===== src/common/miniAlu_macros.svh =====
`ifndef MINI_ALU_MACROS_SVH
`define MINI_ALU_MACROS_SVH

// datapath widths
`define DATA_WIDTH 16
`define ADDR_WIDTH 8
`define INSTR_WIDTH 28

// display command queue
`define QUEUE_DEPTH 4

// enable pulse shaping per nibble, in clock cycles
`define LCD_PULSE_CYCLES 4
`define LCD_GAP_CYCLES 6

`endif

===== src/common/miniAluPkg.sv =====
`include "miniAlu_macros.svh"

package miniAluPkg;

	// ----------------------------------------
	// instruction set
	// ----------------------------------------
	typedef enum logic [3:0]
	{
		NOP  = 4'd0,
		ADD  = 4'd1,
		SUB  = 4'd2,
		STO  = 4'd3,
		BLE  = 4'd4,
		JMP  = 4'd5,
		LED  = 4'd6,
		LCD  = 4'd7,
		LCDC = 4'd8
	} opcode_t;

	// immediate is {sourceAddr1, sourceAddr0}, branch target is destination
	typedef struct packed
	{
		opcode_t                operation;
		logic [`ADDR_WIDTH-1:0] destination;
		logic [`ADDR_WIDTH-1:0] sourceAddr1;
		logic [`ADDR_WIDTH-1:0] sourceAddr0;
	} instruction_t;

	// ----------------------------------------
	// display command
	// ----------------------------------------
	// registerSelect: 1 data, 0 command
	typedef struct packed
	{
		logic       registerSelect;
		logic [7:0] data;
	} lcdCommand_t;

endpackage


===== src/common/lcdStreamIf.sv =====
`timescale 1ns/10ps

interface lcdStreamIf;
	import miniAluPkg::*;

	logic        valid;
	logic        ready;
	lcdCommand_t command;

	// side that offers commands
	modport producer
	(
		output valid,
		output command,
		input  ready
	);

	// side that takes commands
	modport consumer
	(
		input  valid,
		input  command,
		output ready
	);

endinterface


===== src/lcd/commandQueue.sv =====
`timescale 1ns/10ps
`include "miniAlu_macros.svh"

module commandQueue
#(
	parameter int Depth = `QUEUE_DEPTH
)
(
	input  logic         Clock,
	input  logic         rst,
	lcdStreamIf.consumer pushSide,
	lcdStreamIf.producer popSide
);
	import miniAluPkg::*;

	localparam int PointerWidth = (Depth > 1) ? $clog2(Depth) : 1;
	localparam int CountWidth   = $clog2(Depth + 1);

	lcdCommand_t             storage [Depth];
	logic [PointerWidth-1:0] writePointer;
	logic [PointerWidth-1:0] readPointer;
	logic [CountWidth-1:0]   count;
	logic                    push;
	logic                    pop;

	assign pushSide.ready  = (count < CountWidth'(Depth));
	assign popSide.valid   = (count != '0);
	assign popSide.command = storage[readPointer];

	assign push = pushSide.valid & pushSide.ready;
	assign pop  = popSide.valid & popSide.ready;

	// payload storage
	always_ff @(posedge Clock)
	begin
		if (push)
		begin
			storage[writePointer] <= pushSide.command;
		end
	end

	// ----------------------------------------
	// pointers and occupancy
	// ----------------------------------------
	always_ff @(posedge Clock)
	begin
		if (rst)
		begin
			writePointer <= '0;
			readPointer  <= '0;
			count        <= '0;
		end
		else
		begin
			if (push)
			begin
				writePointer <= writePointer + 1'b1;
			end
			if (pop)
			begin
				readPointer <= readPointer + 1'b1;
			end
			// simultaneous push and pop leaves count alone
			if (push && !pop)
			begin
				count <= count + 1'b1;
			end
			else if (pop && !push)
			begin
				count <= count - 1'b1;
			end
		end
	end

endmodule


===== src/flat_wrapper.sv =====
// flat-port wrapper written by rule: the top's interface ports become plain ports
module commandQueue_flat import miniAluPkg::*;
#(
	parameter int Depth = `QUEUE_DEPTH
)
  (Clock, rst, pushSide_valid, pushSide_command, pushSide_ready, popSide_valid, popSide_command, popSide_ready);
  lcdStreamIf pushSide_i ();
  lcdStreamIf popSide_i ();
  input  logic Clock;
  input  logic rst;
  input wire logic [$bits(pushSide_i.valid)-1:0] pushSide_valid;
  input wire logic [$bits(pushSide_i.command)-1:0] pushSide_command;
  output wire logic [$bits(pushSide_i.ready)-1:0] pushSide_ready;
  output wire logic [$bits(popSide_i.valid)-1:0] popSide_valid;
  output wire logic [$bits(popSide_i.command)-1:0] popSide_command;
  input wire logic [$bits(popSide_i.ready)-1:0] popSide_ready;
  assign pushSide_i.valid = pushSide_valid;
  assign pushSide_i.command = pushSide_command;
  assign pushSide_ready = pushSide_i.ready;
  assign popSide_valid = popSide_i.valid;
  assign popSide_command = popSide_i.command;
  assign popSide_i.ready = popSide_ready;
  commandQueue #(.Depth(Depth)) u_core (.Clock(Clock), .rst(rst), .pushSide(pushSide_i), .popSide(popSide_i));
endmodule

===== config.mk =====
export PLATFORM = sky130hd
export DESIGN_NAME = commandQueue_flat
export DESIGN_NICKNAME = d
export VERILOG_FILES = /design/src/common/miniAluPkg.sv /design/src/common/lcdStreamIf.sv /design/src/lcd/commandQueue.sv /design/src/flat_wrapper.sv
export VERILOG_INCLUDE_DIRS = /design/src /design/src/common
export SDC_FILE = /design/constraint.sdc
export NUM_CORES = 1
export LEC_CHECK = 0
export BUFFER_PORTS_ARGS = -buffer_cell sky130_fd_sc_hd__buf_2
export CORE_MARGIN = 4
export CORE_UTILIZATION = 40
export CTS_BUF_LIST = sky130_fd_sc_hd__clkbuf_4 sky130_fd_sc_hd__clkbuf_8 sky130_fd_sc_hd__clkbuf_16
export CTS_CLUSTER_SIZE = 20
export DETAILED_ROUTE_END_ITERATION = 10
export PLACE_DENSITY = 0.61
export REMOVE_ABC_BUFFERS = 1
export SYNTH_ARGS = -nofsm -noshare
export SYNTH_HDL_FRONTEND = slang
export SYNTH_SLANG_ARGS = --single-unit

===== constraint.sdc =====
create_clock -name Clock -period 1.8 [get_ports Clock]
set_input_delay 0.36 -clock Clock [delete_from_list [all_inputs] [get_ports Clock]]
set_output_delay 0.36 -clock Clock [all_outputs]
set_load 0.01 [all_outputs]

======== Word level (Yosys, flattened, before mapping) ========
Memory sizes are Yosys's and may differ from the RTL's. A register that Yosys moved wholly into a read port is not among the register bits.
Index checks and enable logic that the tools add are counted.
storage, ports and cells
  input bits .............................. 13
  flip-flop bits (word level) ............. 7
  output and inout bits ................... 11
  logic and storage cells ................. 23
  memories ................................ 1
  memory bits (writable) .................. 36
cells by class
  bitwise gates (word level) .............. 2
  magnitude comparators ................... 1
  muxes and demuxes ....................... 6
  reductions and logical operators ........ 6
  add/sub/neg operators ................... 4
memories
  memory          words  bits a word  rd ports  clocked after memory_dff  wr ports  line                source
  u_core.storage  4      9            1         1                         1         commandQueue.sv:19  lcdCommand_t storage [Depth];
operators with widths
  operator               count
  $mux W3                2
  $add A2 B1 Y2 const B  2
  $mux W2                2
  $add A3 B1 Y3 const B  1
  $lt A3 B3 Y1 const B   1
  $reduce_bool A3 Y1     1
  $sub A3 B1 Y3 const B  1
  $and A1 B1 Y1          2
  $logic_and A1 B1 Y1    2
  $logic_not A1 Y1       2
  $mux W1                2
  $reduce_bool A2 Y1     1

======== Depth between registers and ports, before layout ========
  depth after elaboration ................. 6
  gate-level depth with buffers ........... 8
  mapped depth without buffers ............ 7

======== Least setup slack after synthesis ========
Ideal clock, no wire load.
  path type ............................... reg-to-reg
  start point ............................. register u_core.count[2]
  end point ............................... register u_core.count[2]
  library setup time ...................... 0.070 ns
  arrival time ............................ 1.811 ns
  path buffers ............................ 0
  setup slack ............................. -0.081 ns
  clock period less this slack ............ 1.881 ns
  cell stages (with the launch flop) ...... 8
  data required time ...................... 1.730 ns
  cell sequence ........................... dfxtp_1 -> o31ai_4 -> ha_1 -> inv_1 -> fa_1 -> xor2_1 -> or3_1 -> a21oi_1
between the ends
  word-level cells in the longest chain between the ends .. 5
  elaborated cells on any way between the ends .. 13
  those cells by class .................... add/sub: 2; order compare: 1; mux: 2; bitwise: 2; reduce/logical: 6
RTL lines
  what                                                                   line                                    source
  start, declared                                                        commandQueue.sv:22                      logic [CountWidth-1:0] count;
  start signal, assigned                                                 commandQueue.sv:66                      count <= count + 1'b1;
  start signal, assigned                                                 commandQueue.sv:70                      count <= count - 1'b1;
  $lt A3 B3 Y1 / $reduce_bool A3 Y1 (equally long branches)              commandQueue.sv:26, commandQueue.sv:27
  $and A1 B1 Y1 (on tied branches)                                       commandQueue.sv:30, commandQueue.sv:31
  $logic_not A1 Y1 (on tied branches)                                    commandQueue.sv:68, commandQueue.sv:64
  $logic_and A1 B1 Y1 (on tied branches)                                 commandQueue.sv:68, commandQueue.sv:64
  $reduce_bool A2 Y1 (no source line) / $mux W3 (equally long branches)  -
Parallel ways exist; a longest one is shown, timed or not. The select of a mux whose other input is x is not followed.
A chain may end at the register's enable or synchronous reset.

======== Final worst setup path ========
  start point ............................. register u_core.count[0]
  end point ............................... register u_core.count[2]
Same word-level chain as after synthesis.

==> results.json <==
{
  "cts_inserted_buffers": 5,
  "cts_tree": "yes",
  "power_leakage_nw": 0.8087,
  "insertion_delay_ns": 0.29,
  "worstPathArrival_ns": 2.05,
  "fin_crit_sh_pct": 101.1,
  "fillers": 356,
  "p_switching_mw": 0.8171,
  "yosys.area_share.adder_pct": 4.668,
  "vias": 911,
  "wl_per_cell_um": 14.83,
  "synthSimpleGateAreaFrac_pct": 4.031,
  "ys_seq_area_share_pct": 71.29,
  "area_growth_pct": 24.12,
  "netlist_area_mm2": 0.001769,
  "yosys_warnings": 0,
  "seqPwrFrac_pct": 45.6,
  "comb_power_share_pct": 34.0,
  "viasPerCell": 4.924,
  "end_kind": "register",
  "async_flop_share_pct": 0,
  "ys_ff_latch": 45,
  "crit_fanout": 2,
  "synth-edff-count": 36,
  "h-tree-depth": 2,
  "root_buffer": "clkbuf_8",
  "hold_class": "in -> reg",
  "place_congestion": 0.7288,
  "die_area_mm2": 0.005551,
  "netlist_instances": 93,
  "grt_pass1_wl_mm": 4.388,
  "synth_xor_area_share_pct": 2.475,
  "rows": 23,
  "grt_use_total_pct": 11.26,
  "slew_headroom_pct": 82.99,
  "placedCellCount": 176,
  "io_pins": 24,
  "synth_area_leaders": "edfxtp_1 61%, mux4_2 11%, dfxtp_1 10%",
  "yosys_most_used_dff": "edfxtp_1",
  "finalPower_mw": 3.010,
  "outcome": "finished, violations left",
  "clockBufferDepth": 2,
  "worst_slack_ns": -0.02026,
  "die_y_um": 74.51,
  "pwr-share-clk_pct": 20.4,
  "violations": "setup timing",
  "drive_gt1_share_pct": 46.67,
  "finalNonFillerCells": 185,
  "fin_setup_tns_ns": -0.02380,
  "worst_slew_pin_slew_ns": 0.2547,
  "routed_wl_mm": 2.744,
  "io_buffers": 23,
  "syn_area_per_cell_um2": 19.02,
  "place_ws_ns": -0.09331,
  "synthMuxAreaShare_pct": 12.59,
  "coreArea_mm2": 0.004144,
  "final-setup-viol-count": 2,
  "drt.antenna.violating_nets": 0,
  "reg2reg_setup_slack_ns": -0.02,
  "finalMaxSlewViolations": 0,
  "grt_overflow": 0,
  "yosysMostFrequentCell": "edfxtp_1",
  "p_sw_share_pct": 27.15,
  "antenna_found_initial": 0,
  "finalNetCount": 153,
  "drc": 0,
  "hold_ws_ns": 0.2804,
  "first_iter_violations": 36,
  "first_pass_iters": 2,
  "vdd_ir_drop_max_uv": 587.1,
  "start_kind": "register",
  "p_int_mw": 2.193,
  "clock-sinks": 45,
  "power_density_mw_per_mm2": 1371,
  "synth_compound_area_share_pct": 2.687,
  "grt_max_degree": 14,
  "hold_violations": 0,
  "timing_worst_setup_path_type": "reg -> reg",
  "crit_slowest_cell": "dfxtp_2",
  "start_util_pct": 42.69,
  "ys_top_cells_by_count": "36 x edfxtp_1, 9 x dfxtp_1, 9 x mux4_2, 7 x nor2_1, 5 x ha_1",
  "fmax_ghz": 0.5494,
  "crit_chain": "o31ai_4 -> ha_2 -> inv_2 -> fa_2 -> xor2_1 -> or3_1 -> a21oi_1",
  "path_clk_slew_ns": 0.08,
  "drv_cap": 0,
  "synth_top_area_cell": "edfxtp_1",
  "diodes": 0,
  "synth_top_area_share_pct": 61.10,
  "first_global_vias": 946,
  "critPathRequiredTime_ns": 2.03,
  "clock_skew_ns": 0.005883,
  "die_x_um": 74.51,
  "synth_top_family_by_area": "multiplexers",
  "rsz0062_at_grt": "true",
  "dpl.hpwl_mm": 1.891,
  "critPathMaxStageDelay_ns": 0.35,
  "min_period_ns": 1.820,
  "ys_types": 22
}
cells in the final DEF, fill, tap and decap left out, types with 2 or more instances in the layout:
master    count
and2_1        4
buf_2        16
buf_4        13
buf_6         8
clkbuf_8      6
dfxtp_1       6
dfxtp_2       2
edfxtp_1     36
ha_1          4
inv_1         3
mux2i_1       2
mux4_2        9
nor2_1        7
xor2_1        4
critical path: cells and delay by family, from the launching register on:
family,cells,cell delay [ns]
DFF,1,0.35
and+or+nand+nor,1,0.30
buffers and inverters,1,0.04
adders and majority gates,2,0.54
xor gates and xnor gates,1,0.15
AOI/OAI and AO/OA,2,0.37
cell type report:
class | count | area (um^2) | area share, %
repair buffers | 38 | 282.8 | 12.88
flip-flops and latches | 45 | 1267 | 57.72
multi-input cells | 40 | 476.7 | 21.71
inverters | 4 | 15.01 | 0.6838
clock buffers | 6 | 82.58 | 3.761
clock inverters | 2 | 8.758 | 0.3989
well taps | 50 | 62.56 | 2.849
repair_timing:
item | CTS | global route
pin swaps | 3 | 1
buffers inserted | 1 | 0
gates cloned | 0 | 0
hold buffers | 0 | 0
endpoints found under the setup margin | 7 | 11
gates resized for setup | 10 | 8
metrics by stage:
stage	instance area, um^2	util [%]
6_report	2196	52.99
5_1_grt	2196	52.99
4_1_cts	2153	51.96
3_5_place_dp	2027	48.91
3_3_place_gp	2027	48.91
2_1_floorplan	1744	-
cells by family after synthesis:
| family | count (synthesis) |
|---|---|
| AO/OA/AOI/OAI | 4 |
| flip-flops | 45 |
| adder cells (fa/ha/maj) | 6 |
| AND/OR/NAND/NOR | 14 |
| multiplexers | 11 |
| buffers and inverters | 8 |
| XOR/XNOR | 5 |
worst paths after layout:
path,startpoint,end,cells after the start
max reg2reg,u_core.count[0]$_SDFFE_PP0P_,u_core.count[2]$_SDFFE_PP0P_,7
min reg2reg,u_core.readPointer[1]$_SDFFE_PP0P_,u_core.readPointer[1]$_SDFFE_PP0P_,2
max,u_core.count[0]$_SDFFE_PP0P_,u_core.count[2]$_SDFFE_PP0P_,7
min,pushSide_command[0],u_core.storage[2][0]$_DFFE_PP_,1
routing by layer:
layer	up-vias	share of wire (%)	wire [um]	track usage, %
li1	434	-	-	-
met1	453	41	1125	12.93
met2	19	52	1436	18.93
met4	0	1.5	40	4.150
met5	-	0	0	0
met3	5	5.1	141	4.595
registers in the layout (all words and copies together), names as in the netlist, named ones only:
name                 flops
u_core.storage          36
u_core.count             3
u_core.readPointer       2
u_core.writePointer      2
power groups by stage:
| stage | logic (mW) | clock network, mW | registers, mW |
|---|---|---|---|
| 6_report | 1.02 | 0.614 | 1.37 |
| 5_1_grt | 1.13 | 0.687 | 1.39 |
| 4_1_cts | 0.948 | 0.640 | 1.37 |
| 3_5_place_dp | 0.886 | 0 | 1.38 |
| 3_3_place_gp | 0.874 | 0 | 1.37 |
| 2_1_floorplan | 0.481 | 0 | 1.43 |
No activity file was read; power rests on OpenSTA's default activity.
