[src/common/miniAlu_macros.svh]
`ifndef MINI_ALU_MACROS_SVH
`define MINI_ALU_MACROS_SVH

// datapath widths
`define DATA_WIDTH 16
`define ADDR_WIDTH 8
`define INSTR_WIDTH 28

// display command queue
`define QUEUE_DEPTH 4

// enable pulse shaping per nibble, in clock cycles
`define LCD_PULSE_CYCLES 4
`define LCD_GAP_CYCLES 6

`endif
[src/common/miniAluPkg.sv]
`include "miniAlu_macros.svh"

package miniAluPkg;

	// ----------------------------------------
	// instruction set
	// ----------------------------------------
	typedef enum logic [3:0]
	{
		NOP  = 4'd0,
		ADD  = 4'd1,
		SUB  = 4'd2,
		STO  = 4'd3,
		BLE  = 4'd4,
		JMP  = 4'd5,
		LED  = 4'd6,
		LCD  = 4'd7,
		LCDC = 4'd8
	} opcode_t;

	// immediate is {sourceAddr1, sourceAddr0}, branch target is destination
	typedef struct packed
	{
		opcode_t                operation;
		logic [`ADDR_WIDTH-1:0] destination;
		logic [`ADDR_WIDTH-1:0] sourceAddr1;
		logic [`ADDR_WIDTH-1:0] sourceAddr0;
	} instruction_t;

	// ----------------------------------------
	// display command
	// ----------------------------------------
	// registerSelect: 1 data, 0 command
	typedef struct packed
	{
		logic       registerSelect;
		logic [7:0] data;
	} lcdCommand_t;

endpackage

[src/common/lcdStreamIf.sv]
`timescale 1ns/10ps

interface lcdStreamIf;
	import miniAluPkg::*;

	logic        valid;
	logic        ready;
	lcdCommand_t command;

	// side that offers commands
	modport producer
	(
		output valid,
		output command,
		input  ready
	);

	// side that takes commands
	modport consumer
	(
		input  valid,
		input  command,
		output ready
	);

endinterface

[src/lcd/lcdWriter.sv]
`timescale 1ns/10ps
`include "miniAlu_macros.svh"

module lcdWriter
(
	input  logic         Clock,
	input  logic         rst,
	lcdStreamIf.consumer commandIn,
	output logic         lcdEnable,
	output logic         lcdRegisterSelect,
	output logic [3:0]   lcdData
);
	import miniAluPkg::*;

	localparam int LongestPhase = (`LCD_GAP_CYCLES > `LCD_PULSE_CYCLES) ?
		`LCD_GAP_CYCLES : `LCD_PULSE_CYCLES;
	localparam int CountWidth = (LongestPhase > 1) ? $clog2(LongestPhase) : 1;
	localparam logic [CountWidth-1:0] PulseLast = CountWidth'(`LCD_PULSE_CYCLES - 1);
	localparam logic [CountWidth-1:0] GapLast   = CountWidth'(`LCD_GAP_CYCLES - 1);

	typedef enum logic [2:0]
	{
		IDLE,
		HIGH_PULSE,
		HIGH_GAP,
		LOW_PULSE,
		LOW_GAP
	} writerState_t;

	writerState_t          state;
	logic [CountWidth-1:0] cycleCount;
	lcdCommand_t           current;

	// only take a new byte once both nibbles are out
	assign commandIn.ready = (state == IDLE);

	// ----------------------------------------
	// nibble sequencing
	// ----------------------------------------
	always_ff @(posedge Clock)
	begin
		if (rst)
		begin
			state      <= IDLE;
			cycleCount <= '0;
			current    <= '0;
		end
		else
		begin
			cycleCount <= cycleCount + 1'b1;
			case (state)
				IDLE:
				begin
					cycleCount <= '0;
					if (commandIn.valid)
					begin
						current <= commandIn.command;
						state   <= HIGH_PULSE;
					end
				end
				HIGH_PULSE:
				begin
					if (cycleCount == PulseLast)
					begin
						cycleCount <= '0;
						state      <= HIGH_GAP;
					end
				end
				HIGH_GAP:
				begin
					if (cycleCount == GapLast)
					begin
						cycleCount <= '0;
						state      <= LOW_PULSE;
					end
				end
				LOW_PULSE:
				begin
					if (cycleCount == PulseLast)
					begin
						cycleCount <= '0;
						state      <= LOW_GAP;
					end
				end
				default:
				begin
					if (cycleCount == GapLast)
					begin
						cycleCount <= '0;
						state      <= IDLE;
					end
				end
			endcase
		end
	end

	// pins follow the state, stable across each pulse
	assign lcdEnable         = (state == HIGH_PULSE) || (state == LOW_PULSE);
	assign lcdRegisterSelect = current.registerSelect;
	assign lcdData           = ((state == HIGH_PULSE) || (state == HIGH_GAP)) ?
		current.data[7:4] : current.data[3:0];

endmodule

[src/flat_wrapper.sv]
// flat-port wrapper written by rule: the top's interface ports become plain ports
module lcdWriter_flat import miniAluPkg::*;
  (Clock, rst, lcdEnable, lcdRegisterSelect, lcdData, commandIn_valid, commandIn_command, commandIn_ready);
  lcdStreamIf commandIn_i ();
  input  logic Clock;
  input  logic rst;
  output logic lcdEnable;
  output logic lcdRegisterSelect;
  output logic [3:0] lcdData;
  input wire logic [$bits(commandIn_i.valid)-1:0] commandIn_valid;
  input wire logic [$bits(commandIn_i.command)-1:0] commandIn_command;
  output wire logic [$bits(commandIn_i.ready)-1:0] commandIn_ready;
  assign commandIn_i.valid = commandIn_valid;
  assign commandIn_i.command = commandIn_command;
  assign commandIn_ready = commandIn_i.ready;
  lcdWriter u_core (.Clock(Clock), .rst(rst), .commandIn(commandIn_i), .lcdEnable(lcdEnable), .lcdRegisterSelect(lcdRegisterSelect), .lcdData(lcdData));
endmodule
[config.mk]
export PLATFORM = sky130hd
export DESIGN_NAME = lcdWriter_flat
export DESIGN_NICKNAME = d
export VERILOG_FILES = /design/src/common/miniAluPkg.sv /design/src/common/lcdStreamIf.sv /design/src/lcd/lcdWriter.sv /design/src/flat_wrapper.sv
export VERILOG_INCLUDE_DIRS = /design/src /design/src/common
export SDC_FILE = /design/constraint.sdc
export NUM_CORES = 1
export LEC_CHECK = 0
export ABC_AREA = 1
export ABC_CLOCK_PERIOD_IN_PS = 2100
export BUFFER_PORTS_ARGS = -buffer_cell sky130_fd_sc_hd__buf_2
export CORE_MARGIN = 3
export CORE_UTILIZATION = 54
export CTS_CLUSTER_SIZE = 30
export DETAILED_ROUTE_END_ITERATION = 12
export PLACE_DENSITY = 0.81
export SLEW_MARGIN = 30
export SYNTH_ARGS = -nofsm -noshare
export SYNTH_HDL_FRONTEND = slang
export SYNTH_SLANG_ARGS = --single-unit
[constraint.sdc]
create_clock -name Clock -period 2.1 [get_ports Clock]
set_input_delay 0.21 -clock Clock [delete_from_list [all_inputs] [get_ports Clock]]
set_output_delay 0.21 -clock Clock [all_outputs]
set_load 0.02 [all_outputs]
# --- Word level (Yosys, flattened, before mapping) ---
# Index checks and enable logic that the tools add are counted.
op_classes:
  eq_ne: 9
  n_reduce_logical: 7
  mux: 10
  add_sub_neg: 1
op_table:
  columns: ["cell", "n"]
  rows:
  - ["two-way mux 3 bit", 7]
  - ["one-hot mux 3 bit (4 select lines)", 1]
  - ["== test 3 x 2 -> 1 bit, second input constant", 3]
  - ["inequality test 2 x 1 -> 1 bit, second input constant", 3]
  - ["one-hot mux 3 bit (2 select lines)", 1]
  - ["AND reduction 5 bit", 1]
  - ["two-way mux 4 bit", 1]
  - ["nonzero test 4 bit", 1]
  - ["adder 3 x 1 -> 3 bit, second input constant", 1]
  - ["== test 3 x 1 -> 1 bit, second input constant", 1]
  - ["== test 3 bit, second input constant", 1]
  - ["logical NOT 3 bit", 1]
  - ["logical OR 1 bit", 2]
  - ["inequality test 2 bit, second input constant", 1]
  - ["AND reduction 2 bit", 1]
  - ["OR reduction 2 bit", 1]
word_totals:
  ff_bits: 15
  input_bits: 12

# --- Logic depth before layout (Yosys ltp) ---
depth:
  depth_word: 3
  mapped_depth: 9
  depth_no_buf: 9

# --- Worst setup path after synthesis ---
# Ideal clock, no wire load.
synth_timing:
  path_type: "flip-flop to output port"
  from: "register u_core.state[0]"
  to: "output port lcdData[0]"
  t_required_ns: 1.890
  arrival_ns: 1.245
  stages_incl_launch_ff: 7
  path_slack_ns: 0.645
  path_cell_list: "dfxtp_1 -> inv_2 -> nor2_2 -> nand2_1 -> nand2_2 -> nand2_1 -> o21ai_0"
synth_via:
  elab_chain_cells: 3
  word_cells_on_any_way: 4
  cone_classes: "2 x eq/ne; 1 x mux; 1 x reduce/logical"
synth_lines:
  columns: ["element", "line_no", "text"]
  rows:
  - ["start, declared", "lcdWriter.sv:30", "writerState_t state;"]
  - ["start signal, assigned", "lcdWriter.sv:44", "state <= IDLE;"]
  - ["start signal, assigned", "lcdWriter.sv:58", "state <= HIGH_PULSE;"]
  - ["start signal, assigned", "lcdWriter.sv:66", "state <= HIGH_GAP;"]
  - ["== test 3 x 1 -> 1 bit / == test 3 x 2 -> 1 bit (equally long branches)", "lcdWriter.sv:100", "assign lcdData = ((state == HIGH_PULSE) || (state == HIGH_GAP)) ?"]
  - ["logical OR 1 bit (*)", "lcdWriter.sv:100", null]
  - ["two-way mux 4 bit (*)", "lcdWriter.sv:100", null]
  - ["end, declared", "flat_wrapper.sv:9", "output logic [3:0] lcdData;"]
# Mark *: on every way between the ends. The rest lies on a longest branch, timed or not.

# --- Final worst setup path ---
layout_timing:
  from: "register u_core.state[0]"
  to: "output port lcdData[3]"
# Same word-level chain as after synthesis.

==> impl_summary.md <==
Outcome
The flow ran to the end, and the final reports show no timing, DRC or antenna violations.

Layout
0 antenna diodes ended up in the layout. For this run, the post-layout net count is 136. The layout-stage area growth over the synthesis result is 15.8%.

The share of post-route cells with drive strength above 1 is 26.1%.

Die
The die is 43.3 um tall. The floorplan step defined a core boundary enclosing 0.00120 mm^2. The horizontal extent of the die is 43.3 um. The initial utilization of the core area, before any placement, comes to 62.7%.

The number of primary I/O pins is 19. The die covers 0.00188 mm^2. Row generation in the floorplan step produced 12 rows.

Yosys
The commonest cells after synthesis are 21 x sky130_fd_sc_hd__nand2_1, 15 x sky130_fd_sc_hd__dfxtp_1, 13 x sky130_fd_sc_hd__inv_1. The number of warning messages in the yosys log is 0. Synthesis produced 99 cells. Among all cell types in the netlist, the one instantiated most often is sky130_fd_sc_hd__nand2_1.

The area share of the largest cell type after synthesis is 39.9%. Yosys attributes the largest share of cell area to sky130_fd_sc_hd__dfxtp_1 40%, sky130_fd_sc_hd__nand2_1 10%, sky130_fd_sc_hd__a21oi_1 7.3%, sky130_fd_sc_hd__ha_1 6.6%, sky130_fd_sc_hd__inv_1 6.5%. In this run, synthesis inferred 0 flip-flops with an integrated enable.

In the synthesized netlist the dominant register cell turns out to be sky130_fd_sc_hd__dfxtp_1. After synthesis the cells add up to 753 um^2. For this run, the register share of the synthesized area comes to 39.9%.

After synthesis, the mean cell area works out to 7.61 um^2. After synthesis the netlist holds a flip-flop and latch count of 15. Synthesis instantiated 21 different standard cells from the library. The biggest area consumer among synthesized cells is sky130_fd_sc_hd__dfxtp_1.

In the synthesized netlist the async set-or-reset flop fraction comes to 0%. When the netlist entered floorplanning its net count stood at 115.

Hold path
The tightest min-delay check is of the in -> reg type. The worst hold path startpoint is commandIn_command[8].

Clock network
The clock-pin slew reported for the worst setup and hold paths after clock tree synthesis is 0.09 ns. In this run, CTS created clock tree buffers numbering 3. The tree is rooted in a sky130_fd_sc_hd__clkbuf_4. TritonCTS built the clock tree.

Buffers inserted to repair hold after CTS numbered 0. The latest clock arrival within the worst-skew pair is 0.28 ns. Counting along the longest clock path gives a buffer depth of 2. The number of gates resized after CTS was 0. Post-CTS timing repair inserted 0 buffers for setup. In this run the number of H-tree levels came out at 1.

The clock sink count is 15.

Worst setup path
STA classifies the critical path startpoint as a flip-flop. In this run the worst path has a maximum fanout of 9. The worst setup path is captured at a primary output. The worst setup path is of the reg -> out kind. The timing startpoint of the critical path is u_core.state[0]. Data on the critical path is required at its endpoint by 1.89 ns. The critical path data arrival time is 1.55 ns. The startpoint of the most critical register-to-register path is u_core.state[0].

Routing
Wires add up to 1440 um. The first TritonRoute pass finished after 4 iterations. The number of DRC violations after detailed-routing iteration 0 is 11. The mean routed wirelength per cell is 10.8 um. Once detail routing completed, the nets flagged for antenna violations numbered 0.

Detailed routing inserted a total of 685 vias. For this run, design rule violations remaining after detail routing come to 0. The via-per-instance ratio is 5.15.

Placement
The half-perimeter wire length after placement is 1090 um. The count of port buffers added during placement is 18. At the end of routability-driven placement, the weighted congestion stood at 0.733.

Job
The max-capacitance violation count is 0.

STA
For the pin with the worst max-slew slack, the measured transition is 0.453 ns. The relative slew slack is 69.7%. The hold violation total from the final report is 0. The share of the cycle needed by the critical path after routing is 83.9%. Summed over all failing endpoints, the final setup total negative slack is 0 ns. Setup repair after global routing left no endpoint under its margin. The max-slew violation count is 0.

Between clock sinks in the finished design, the worst skew comes to 0.00484 ns. The maximum clock rate is 0.568 GHz. The worst path in the final design needs a cycle of 1.76 ns, including I/O delays and setup.

On the final layout, the worst hold slack is 0.197 ns. Setup violations remaining at the end of the flow were counted as 0.

Global routing
The via count of the first global-routing pass came to 619. The initial antenna violation count came to 0. The total global-route track usage is 16.6%. Entering global routing, the biggest net connects 14 pins. The total overflow reported by the global router is 0. The first-pass GRT wire length is 2470 um.

Pwr
For this design the ratio of total power to cell area is 1590 mW/mm^2. The internal power is 0.706 mW. The total net switching power is 0.683 mW. The switching power share of the total is 49.2%. The power share of the clock group is 11.7%. The portion of total power attributed to combinational logic is 56.2%. The leakage power summed over all cells is 0.400 nW. The register share of total power is 32.1%.

The worst-case vdd ir drop is 925 uV.
==> cells by family (layout without fill, tap and decap cells) <==
family                     count (synthesis)  after routing  synth area share [%]
and+or+nand+nor                           43             43                  29.2
adders and majority gates                  4              4                  6.64
DFF                                       15             15                  39.9
buffers and inverters                     16             36                  8.97
AOI/OAI and AO/OA                         21             21                  15.3
==> worst max-delay path: stages (launching register included) <==
cell and delay [ns]:
sky130_fd_sc_hd__dfxtp_1 0.43, sky130_fd_sc_hd__inv_2 0.06, sky130_fd_sc_hd__nor2_2 0.21, sky130_fd_sc_hd__nand2_1 0.10
sky130_fd_sc_hd__nand2_2 0.15, sky130_fd_sc_hd__nand2_1 0.06, sky130_fd_sc_hd__o21ai_0 0.07, sky130_fd_sc_hd__buf_2 0.19
==> cells in the final DEF, fill, tap and decap left out <==
cell type / count
sky130_fd_sc_hd__o21ai_1: 1
sky130_fd_sc_hd__buf_2: 18
sky130_fd_sc_hd__o21bai_2: 1
sky130_fd_sc_hd__nand2_1: 21
sky130_fd_sc_hd__nand2_2: 1
sky130_fd_sc_hd__nand3_2: 1
sky130_fd_sc_hd__nor3_4: 1
sky130_fd_sc_hd__nand2_4: 1
sky130_fd_sc_hd__a21oi_1: 11
sky130_fd_sc_hd__o21ai_2: 1
sky130_fd_sc_hd__o21ai_0: 7
sky130_fd_sc_hd__nor2_2: 1
sky130_fd_sc_hd__clkbuf_1: 1
sky130_fd_sc_hd__nand3_1: 7
sky130_fd_sc_hd__ha_1: 4
sky130_fd_sc_hd__clkbuf_4: 3
sky130_fd_sc_hd__inv_1: 13
sky130_fd_sc_hd__nor2_1: 5
sky130_fd_sc_hd__inv_2: 1
sky130_fd_sc_hd__dfxtp_1: 15
sky130_fd_sc_hd__nor2_4: 2
sky130_fd_sc_hd__nor3_1: 3
==> cell type report <==
cell class                 instances  area [um^2]
multi-input combinational         68          385
fill                             109          329
sequential                        15          300
timing repair buffer              18         90.1
inverter                          14         52.6
clock buffer                       4         26.3
tap                               14         17.5
==> metrics by stage <==
stage                     util, %  std cells  total power, mW  area [um^2]  setup WS (ns)
after floorplan                 -         99             1.07          753          0.645
after detailed placement     70.4        129             1.23          846          0.679
after global routing         72.6        133             1.51          872          0.218
final                        72.6        133             1.39          872          0.339
after global placement       70.4        129             1.21          846          0.737
after CTS                    72.6        133             1.39          872          0.356
==> per-layer routing <==
layer | wire [um] | global-route usage [%]
met1 | 691 | 22.4
met2 | 658 | 27.1
met3 | 74 | 2.49
met4 | 15 | 5.42
met5 | 0 | 0
==> path summary, 6_finish.rpt <==
path	endpoint	slack [ns]	cells after the start
min	u_core.lcdRegisterSelect	0.20	3
max	lcdData[3]	0.34	7
min reg2reg	u_core.current[3]	0.45	2
max reg2reg	u_core.current[1]	0.76	4
==> power by group through the flow <==
| stage | clock network, mW | logic [mW] | registers, mW |
|---|---|---|---|
| after floorplan | 0 | 0.629 | 0.442 |
| after global placement | 0 | 0.759 | 0.448 |
| after detailed placement | 0 | 0.777 | 0.452 |
| after CTS | 0.167 | 0.779 | 0.446 |
| after global routing | 0.178 | 0.876 | 0.456 |
| final | 0.163 | 0.780 | 0.446 |
==> state kept, by name, indices dropped and copies added (netlist names) <==
register and count:
u_core.state 3, u_core.lcdRegisterSelect 1, u_core.current 8, u_core.cycleCount 3
No activity file was read; power rests on OpenSTA's default activity.
